## src/common/rx_pkg.sv

```systemverilog
// ###############################################
// Widths, settings-bus addresses and payload types
// for the receive source stage on clk64
// Mode and rate payloads take the low data bits only
// ###############################################

package rx_pkg;

   // Sample and settings bus widths
   localparam int SAMPLE_W   = 16;
   localparam int SER_ADDR_W = 7;
   localparam int SER_DATA_W = 32;
   localparam int DECIM_W    = 8;

   // Setting register addresses
   localparam logic [SER_ADDR_W-1:0] FR_RX_MODE    = 7'd10;
   localparam logic [SER_ADDR_W-1:0] FR_DECIM_RATE = 7'd11;

   // Mode word, data bits 2..0
   typedef struct packed {
      logic enable;
      logic counter;
      logic loopback;
   } rx_mode_t;

   // Strobe period is rate + 1 clk64 cycles
   typedef logic [DECIM_W-1:0] decim_rate_t;

endpackage

```

## src/common/rx_ctrl_if.sv

```systemverilog
// ###############################################
// Run controls from the run FSM to timer and selector
// arm is a single-cycle pulse, run is a level
// ###############################################
`timescale 1ns/100ps

interface rx_ctrl_if
   import rx_pkg::*;
();

   logic        run;
   logic        arm;
   decim_rate_t decim_rate;
   rx_mode_t    mode;

   // FSM side drives everything
   modport fsm (
      output run,
      output arm,
      output decim_rate,
      output mode
   );

   modport user (
      input run,
      input arm,
      input decim_rate,
      input mode
   );

endinterface

```

## src/rtl/setting_reg.sv

```systemverilog
// ###############################################
// Settings bus register, loads one cycle after a
// strobe whose address matches ADDR
// Payload is taken from the low data bits
// ###############################################
`timescale 1ns/100ps

module setting_reg
   import rx_pkg::*;
#(
   parameter logic [SER_ADDR_W-1:0] ADDR = '0,
   parameter type payload_t = logic
)
(
   input  logic                  clk64,
   input  logic                  rx_dsp_reset,
   input  logic                  i_ser_strobe,
   input  logic [SER_ADDR_W-1:0] i_ser_addr,
   input  logic [SER_DATA_W-1:0] i_ser_data,
   output payload_t              o_value
);

   logic addr_hit;

   assign addr_hit = i_ser_strobe && (i_ser_addr == ADDR);

   always_ff @(posedge clk64)
   begin
      if (rx_dsp_reset)
      begin
         o_value <= payload_t'('0);
      end
      else if (addr_hit)
      begin
         // Keep only as many bits as the payload holds
         o_value <= payload_t'(i_ser_data[$bits(payload_t)-1:0]);
      end
   end

endmodule

```

## src/rx_control/rx_run_fsm.sv

```systemverilog
// ###############################################
// IDLE/ARM/RUN sequencer for the receive path
// A rate write is seen one cycle late, in step with
// the rate register output; ARM never repeats back to back
// ###############################################
`timescale 1ns/100ps

module rx_run_fsm
   import rx_pkg::*;
(
   input  logic                  clk64,
   input  logic                  rx_dsp_reset,
   input  rx_mode_t              i_mode,
   input  decim_rate_t           i_decim_rate,
   input  logic                  i_ser_strobe,
   input  logic [SER_ADDR_W-1:0] i_ser_addr,
   rx_ctrl_if.fsm                ctrl
);

   typedef enum logic [1:0] {
      ST_IDLE,
      ST_ARM,
      ST_RUN
   } state_t;

   state_t state;
   state_t state_nxt;
   logic   rate_wr_q;
   logic   run_q;
   logic   arm_q;

   // Next state, enable low always wins
   always_comb
   begin
      state_nxt = state;
      if (!i_mode.enable)
      begin
         state_nxt = ST_IDLE;
      end
      else
      begin
         case (state)
            ST_IDLE: state_nxt = ST_ARM;
            ST_ARM:  state_nxt = ST_RUN;
            ST_RUN:  state_nxt = rate_wr_q ? ST_ARM : ST_RUN;
            default: state_nxt = ST_IDLE;
         endcase
      end
   end

   always_ff @(posedge clk64)
   begin
      if (rx_dsp_reset)
      begin
         state     <= ST_IDLE;
         rate_wr_q <= 1'b0;
         run_q     <= 1'b0;
         arm_q     <= 1'b0;
      end
      else
      begin
         state     <= state_nxt;
         rate_wr_q <= i_ser_strobe && (i_ser_addr == FR_DECIM_RATE);
         run_q     <= (state_nxt == ST_RUN);
         arm_q     <= (state_nxt == ST_ARM);
      end
   end

   assign ctrl.run        = run_q;
   assign ctrl.arm        = arm_q;
   // Settings pass straight through so ARM sees the new rate
   assign ctrl.decim_rate = i_decim_rate;
   assign ctrl.mode       = i_mode;

endmodule

```

## src/rx_control/decim_strobe_gen.sv

```systemverilog
// ###############################################
// Decimation timer, first strobe rate+1 cycles after
// ARM, then one strobe every rate+1 cycles
// Rate 0 gives a strobe on every RUN cycle
// ###############################################
`timescale 1ns/100ps

module decim_strobe_gen
   import rx_pkg::*;
(
   input  logic   clk64,
   input  logic   rx_dsp_reset,
   rx_ctrl_if.user ctrl,
   output logic   o_hb_strobe
);

   decim_rate_t cnt;

   always_ff @(posedge clk64)
   begin
      if (rx_dsp_reset)
      begin
         cnt <= '0;
      end
      else if (ctrl.arm)
      begin
         cnt <= ctrl.decim_rate;
      end
      else if (!ctrl.run)
      begin
         // Parked while stopped
         cnt <= '0;
      end
      else if (cnt == '0)
      begin
         cnt <= ctrl.decim_rate;
      end
      else
      begin
         cnt <= cnt - 1'b1;
      end
   end

   // Terminal count while running
   assign o_hb_strobe = ctrl.run && (cnt == '0);

endmodule

```

## src/rx_source/rx_source_sel.sv

```systemverilog
// ###############################################
// Picks ramp, loopback or baseband I/Q and registers
// it on hb_strobe; o_rx_strobe lags hb_strobe by one
// No back-pressure, every strobe must be taken
// ###############################################
`timescale 1ns/100ps

module rx_source_sel
   import rx_pkg::*;
(
   input  logic                clk64,
   input  logic                rx_dsp_reset,
   rx_ctrl_if.user             ctrl,
   input  logic                i_hb_strobe,
   input  logic [SAMPLE_W-1:0] i_bb_i,
   input  logic [SAMPLE_W-1:0] i_bb_q,
   input  logic [SAMPLE_W-1:0] i_tx_i,
   input  logic [SAMPLE_W-1:0] i_tx_q,
   input  logic                i_tx_strobe,
   output logic [SAMPLE_W-1:0] o_rx_i,
   output logic [SAMPLE_W-1:0] o_rx_q,
   output logic                o_rx_strobe
);

   logic [SAMPLE_W-1:0] ramp;
   logic [SAMPLE_W-1:0] loop_i;
   logic [SAMPLE_W-1:0] loop_q;
   logic [SAMPLE_W-1:0] sel_i;
   logic [SAMPLE_W-1:0] sel_q;

   // Debug ramp, restarts on every arm
   always_ff @(posedge clk64)
   begin
      if (rx_dsp_reset)
      begin
         ramp <= '0;
      end
      else if (ctrl.arm || !ctrl.run)
      begin
         ramp <= '0;
      end
      else if (i_hb_strobe)
      begin
         ramp <= ramp + SAMPLE_W'(2);
      end
   end

   // Transmit loopback capture
   always_ff @(posedge clk64)
   begin
      if (rx_dsp_reset)
      begin
         loop_i <= '0;
         loop_q <= '0;
      end
      else if (i_tx_strobe)
      begin
         loop_i <= i_tx_i;
         loop_q <= i_tx_q;
      end
   end

   // Counter over loopback over baseband
   always_comb
   begin
      if (ctrl.mode.counter)
      begin
         sel_i = ramp;
         sel_q = ramp + SAMPLE_W'(1);
      end
      else if (ctrl.mode.loopback)
      begin
         sel_i = loop_i;
         sel_q = loop_q;
      end
      else
      begin
         sel_i = i_bb_i;
         sel_q = i_bb_q;
      end
   end

   always_ff @(posedge clk64)
   begin
      if (rx_dsp_reset)
      begin
         o_rx_strobe <= 1'b0;
      end
      else
      begin
         o_rx_strobe <= i_hb_strobe;
      end
   end

   // Sample payload, held between strobes
   always_ff @(posedge clk64)
   begin
      if (i_hb_strobe)
      begin
         o_rx_i <= sel_i;
         o_rx_q <= sel_q;
      end
   end

endmodule

```

## src/rtl/rx_front_top.sv

```systemverilog
// ###############################################
// Receive sample source stage on clk64
// Mode write to first o_rx_strobe is rate+4 cycles
// Settings bus and sample bus are plain ports
// ###############################################
`timescale 1ns/100ps

module rx_front_top
   import rx_pkg::*;
(
   input  logic                  clk64,
   input  logic                  rx_dsp_reset,
   input  logic                  i_ser_strobe,
   input  logic [SER_ADDR_W-1:0] i_ser_addr,
   input  logic [SER_DATA_W-1:0] i_ser_data,
   input  logic [SAMPLE_W-1:0]   i_bb_i,
   input  logic [SAMPLE_W-1:0]   i_bb_q,
   input  logic [SAMPLE_W-1:0]   i_tx_i,
   input  logic [SAMPLE_W-1:0]   i_tx_q,
   input  logic                  i_tx_strobe,
   output logic [SAMPLE_W-1:0]   o_rx_i,
   output logic [SAMPLE_W-1:0]   o_rx_q,
   output logic                  o_rx_strobe
);

   rx_mode_t    mode;
   decim_rate_t decim_rate;
   logic        hb_strobe;

   rx_ctrl_if ctrl_if ();

   setting_reg #(.ADDR(FR_RX_MODE), .payload_t(rx_mode_t)) u_sr_mode (
      .clk64        (clk64),
      .rx_dsp_reset (rx_dsp_reset),
      .i_ser_strobe (i_ser_strobe),
      .i_ser_addr   (i_ser_addr),
      .i_ser_data   (i_ser_data),
      .o_value      (mode)
   );

   setting_reg #(.ADDR(FR_DECIM_RATE), .payload_t(decim_rate_t)) u_sr_rate (
      .clk64        (clk64),
      .rx_dsp_reset (rx_dsp_reset),
      .i_ser_strobe (i_ser_strobe),
      .i_ser_addr   (i_ser_addr),
      .i_ser_data   (i_ser_data),
      .o_value      (decim_rate)
   );

   rx_run_fsm u_run_fsm (
      .clk64        (clk64),
      .rx_dsp_reset (rx_dsp_reset),
      .i_mode       (mode),
      .i_decim_rate (decim_rate),
      .i_ser_strobe (i_ser_strobe),
      .i_ser_addr   (i_ser_addr),
      .ctrl         (ctrl_if.fsm)
   );

   decim_strobe_gen u_strobe_gen (
      .clk64        (clk64),
      .rx_dsp_reset (rx_dsp_reset),
      .ctrl         (ctrl_if.user),
      .o_hb_strobe  (hb_strobe)
   );

   rx_source_sel u_source_sel (
      .clk64        (clk64),
      .rx_dsp_reset (rx_dsp_reset),
      .ctrl         (ctrl_if.user),
      .i_hb_strobe  (hb_strobe),
      .i_bb_i       (i_bb_i),
      .i_bb_q       (i_bb_q),
      .i_tx_i       (i_tx_i),
      .i_tx_q       (i_tx_q),
      .i_tx_strobe  (i_tx_strobe),
      .o_rx_i       (o_rx_i),
      .o_rx_q       (o_rx_q),
      .o_rx_strobe  (o_rx_strobe)
   );

endmodule

```

## config.mk

```make
export PLATFORM = sky130hd
export DESIGN_NAME = rx_front_top
export DESIGN_NICKNAME = d
export VERILOG_FILES = /design/src/common/rx_pkg.sv /design/src/common/rx_ctrl_if.sv /design/src/rtl/setting_reg.sv /design/src/rx_control/rx_run_fsm.sv /design/src/rx_control/decim_strobe_gen.sv /design/src/rx_source/rx_source_sel.sv /design/src/rtl/rx_front_top.sv
export SDC_FILE = /design/constraint.sdc
export NUM_CORES = 1
export LEC_CHECK = 0
export ABC_CLOCK_PERIOD_IN_PS = 2950
export BUFFER_PORTS_ARGS = -buffer_cell sky130_fd_sc_hd__buf_2
export CAP_MARGIN = 20
export CELL_PAD_IN_SITES_DETAIL_PLACEMENT = 1
export CELL_PAD_IN_SITES_GLOBAL_PLACEMENT = 2
export CORE_ASPECT_RATIO = 1.25
export CORE_MARGIN = 4
export CORE_UTILIZATION = 33
export CTS_BUF_LIST = sky130_fd_sc_hd__clkbuf_8
export CTS_CLUSTER_SIZE = 12
export DETAILED_ROUTE_END_ITERATION = 12
export PLACE_DENSITY = 0.84
export SLEW_MARGIN = 20
export SYNTH_ARGS = -nofsm -noshare
export SYNTH_HDL_FRONTEND = slang
export SYNTH_HIERARCHICAL = 1
export SYNTH_SLANG_ARGS = --single-unit
```

## constraint.sdc

```tcl
create_clock -name clk64 -period 2.95 [get_ports clk64]
set_input_delay 0.295 -clock clk64 [delete_from_list [all_inputs] [get_ports clk64]]
set_output_delay 0.295 -clock clk64 [all_outputs]
set_load 0.03 [all_outputs]
```

* Word level (Yosys, flattened, before mapping)
Index checks and enable logic that the tools add are counted.
** Word-level totals
- Output and inout port bits :: 33
- Bits in registers :: 105
- Word-level logic and storage cells :: 42
** Cells by class
- Mux-type cells :: 10
- Eq/ne operators :: 6
- Reductions and logical operators :: 8
- Add/subtract/negate cells :: 3
** Operators by type and width (number)
- $mux W16 :: 4
- $mux W8 :: 3
- $add A16 B1 Y16 const B :: 1
- $add A16 B2 Y16 const B :: 1
- $eq A7 B4 Y1 const B :: 2
- $logic_not A8 Y1 :: 1
- $sub A8 B1 Y8 const B :: 1
- $pmux W2 S3 :: 1
- $eq A2 B1 Y1 const B :: 2
- $eq A2 B2 Y1 const B :: 2
- $mux W2 :: 2
- $logic_and A1 B1 Y1 :: 3
- $logic_not A2 Y1 :: 1
- $reduce_or A2 Y1 :: 1
- $logic_not A1 Y1 :: 1
- $logic_or A1 B1 Y1 :: 1

* Logic depth before layout (Yosys ltp)
- Depth after elaboration :: 4
- Gate-level depth with buffers :: 7
- Mapped depth without buffers :: 6

* Modules after synthesis
The synthesis kept the hierarchy.
** Modules (own cells, without submodules)
- rx_source_sel :: cells each 341, area an instance 3583.4 µm², instances 1
- decim_strobe_gen :: cells each 51, area an instance 471.7 µm², instances 1
- setting_reg at u_sr_rate :: cells each 36, area an instance 396.6 µm², instances 1
- rx_run_fsm :: cells each 27, area an instance 262.8 µm², instances 1
- setting_reg at u_sr_mode :: cells each 16, area an instance 158.9 µm², instances 1

* Least setup slack after synthesis
Ideal clock, no wire load.
- Path kind :: register to register
- From :: reg u_strobe_gen.cnt[7]
- To :: reg u_source_sel.ramp[10]
- Period minus slack after synthesis :: 2.646 ns
- Cell stages (with the launch flop) :: 7
- Buffers on the path :: 1
- Data required time :: 2.880 ns
- Data arrival time :: 2.576 ns
- Setup slack :: 0.304 ns
- Setup time :: 0.070 ns
- Cell sequence :: dfxtp_1 > nor4_4 > and4_1 > buf_4 > nand4_4 > or4_1 > a21oi_1
** Between the ends
- Longest elaborated chain between the ends :: 2
** Ends and longest elaborated chain
- from (decl) :: line decim_strobe_gen.sv:17 : decim_rate_t cnt;
- from (signal assigned) :: line decim_strobe_gen.sv:27 : cnt <= ctrl.decim_rate;
- from (signal assigned) :: line decim_strobe_gen.sv:36 : cnt <= ctrl.decim_rate;
- from (signal assigned) :: line decim_strobe_gen.sv:40 : cnt <= cnt - 1'b1;
- $logic_not A8 Y1 :: line decim_strobe_gen.sv:45 : assign o_hb_strobe = ctrl.run && (cnt == '0);
- $logic_and A1 B1 Y1 :: line decim_strobe_gen.sv:45
- via hb_strobe :: line rx_front_top.sv:28 : logic hb_strobe;
- to (signal assigned) :: line rx_source_sel.sv:44 : ramp <= ramp + SAMPLE_W'(2);
- to (decl) :: line rx_source_sel.sv:25 : logic [SAMPLE_W-1:0] ramp;
The timed path passes the listed nets, and every way through them passes these cells.
A chain may end at the register's enable or synchronous reset.

* Final worst setup path
- From :: reg u_strobe_gen.cnt[7]
- To :: reg u_source_sel.ramp[7]
Same word-level chain as after synthesis.

==> metrics <==
internal power 1.93 mW; area grow syn2layout 16.8%; VDD IR max 201 uV; pin count of the biggest net entering global routing 62; RSZ-0062 raised after global routing no; post-route ant nets 0; TritonCTS clock tree built; die area 0.0168 sq mm; routed len/inst 16.9 um; vias in the first global route 3982; crit-path cells nor4_4 > and4_2 > buf_4 > nand2_1 > or3_1 > a21oi_1; crit end category register; initial core utilization 33.8%; Synthesized Nets 580; # setup viols final 0; crit start category register; biggest cell delay along the critical path 540 ps; Least-Margin Pin Slew 1030 ps; Hold Buf Count CTS 0; min-delay worst type primary input to register; total power 2.58 mW; via count 3687; placed cell areas 0.00548 sq mm; Worst-Skew Late Latency 380 ps; initial antenna violation count 0; Die H 144 um; r2r startpoint u_strobe_gen/cnt[7]; cell area after layout 0.00568 sq mm; # port buffers 115; synthesis warning total 6; starting DRC count in detailed routing 149; Combinational Power Share 7.2%; max cap viols 0; Detailed Route WL 12600 um; post-CTS setup buffer count 0; clock slew at reported path FFs 120 ps; sw frac 25.5%; GRT overflow 0; worst hold start i_tx_i[10]; core area 0.0144 sq mm; I/O Pins 140; GRT Total Usage 15.4%; Num CTS Buffers 9; Final Net Count 673; Final period util 75.2%; Flop pwr share 58.5%; Arrival @ worst endpoint 2510 ps; share of cells above drive strength 1 27.3%; Ant. Diodes 0; CTS root buf clkbuf_8; WHS 146 ps; chip width 117 um; CTS resizes 0; placed cells 730; Worst Path Max Fanout 14; Setup Skew 22.7 ps; Clock Power Share 34.3%; Final min period 2220 ps; Synth Instances 470; kind of critical path register to register; Worst Path Required 3250 ps; achievable frequency 451 MHz; # DRC 0; critical path launch point u_strobe_gen/cnt[7]; Layout fillers 1639; FP Rows 49; gp weighted congestion 0.755; CTS Sinks 104; Bufs on Longest Clock Path 2; Static Leak 2.27 nW; CP max stage cell and4_2; estimated wirelength of the detail-placed design 9250 um; PD cells 455 mW/mm^2; synthesized area 0.00487 sq mm; synthesized area per cell 10.4 sq um; outcome finished clean; Vias per Instance 4.94; fin. max-slew vios 0; first-pass GRT wire length 20200 um; H-tree Lvls 3; 1st-pass router iterations 4; Rel. slew slack 31.6%; Final Hold Viols 0; Setup TNS Final 0 ps; Psw 0.658 mW; Cell Count, Final, Fillers Out 746
[sequential cells by signal, summed over array words and instances (netlist names)]
signal	count
u_run_fsm/ctrl.arm	1
u_run_fsm/ctrl.run	1
u_run_fsm/rate_wr_q	1
u_run_fsm/state	2
u_source_sel/loop_i	16
u_source_sel/loop_q	16
u_source_sel/o_rx_i	16
u_source_sel/o_rx_q	16
u_source_sel/o_rx_strobe	1
u_source_sel/ramp	15
u_sr_mode/o_value	3
u_sr_rate/o_value	8
u_strobe_gen/cnt	8
[area by class of cell]
class | count | area, sq um | area share, %
flip-flops and latches | 104 | 2400 | 42.3
multi-input cells | 325 | 2240 | 39.4
repair buffers | 118 | 601 | 10.6
well taps | 178 | 223 | 3.92
clock buffers | 9 | 124 | 2.18
clock inverters | 7 | 72.6 | 1.28
inverters | 5 | 18.8 | 0.330
[worst paths after layout]
kind	end	slack (ps)	cells past startpoint
setup / recovery	u_source_sel/ramp[7]	730	6
hold / removal	u_source_sel/loop_i[10]	150	3
setup reg to reg	u_source_sel/ramp[7]	730	6
hold reg to reg	u_source_sel/ramp[15]	480	2
[power by group through the flow]
stage	logic, mW	clock network (mW)	registers [mW]
3_3_place_gp	0.179	0	1.54
2_1_floorplan	0.103	0	1.54
3_5_place_dp	0.188	0	1.55
6_report	0.185	0.887	1.51
5_1_grt	0.206	0.975	1.52
4_1_cts	0.188	0.923	1.51
[layer usage]
layer / vias up / share of wire (%) / GRT usage [%]
li1: 1820 / - / -
met1: 1773 / 43 / 18.9
met2: 79 / 51 / 27.2
met3: 15 / 4.5 / 2.86
met4: 0 / 1.6 / 4.53
met5: - / 0 / 0
[cells in the final DEF, fill, tap and decap left out, types with 2 or more instances in the layout]
cell type,count
nor3_1,5
mux2i_1,52
dfxtp_2,2
o21bai_1,2
xnor2_1,3
ha_1,3
clkinv_4,2
nand3b_1,2
edfxtp_1,32
or4_1,3
nand3_1,5
a21oi_1,7
buf_4,4
dfxtp_1,70
xor2_1,6
buf_2,114
clkbuf_8,9
and2b_1,2
nor4_4,2
nand2_1,11
nand2b_1,29
a211oi_1,35
nor2b_1,46
o21ai_0,2
nor2_1,79
o31ai_1,3
inv_1,5
inv_8,2
or3b_2,2
or3_1,2
nor4_2,5
nand4_1,4
[critical path, delay by kind of cell (launching register included)]
kind / cells / cell delay (ps)
AO/OA/AOI/OAI: 1 / 150
buffers and inverters: 1 / 290
flip-flops: 1 / 370
AND/OR/NAND/NOR: 4 / 1320
[metrics by stage]
stage	utilization, %	setup slack, ps
6_report	39.4	732
3_5_place_dp	38.1	757
3_3_place_gp	38.1	797
5_1_grt	39.4	597
4_1_cts	39.4	716
2_1_floorplan	-	304
Power figures use the tool's default switching activity.
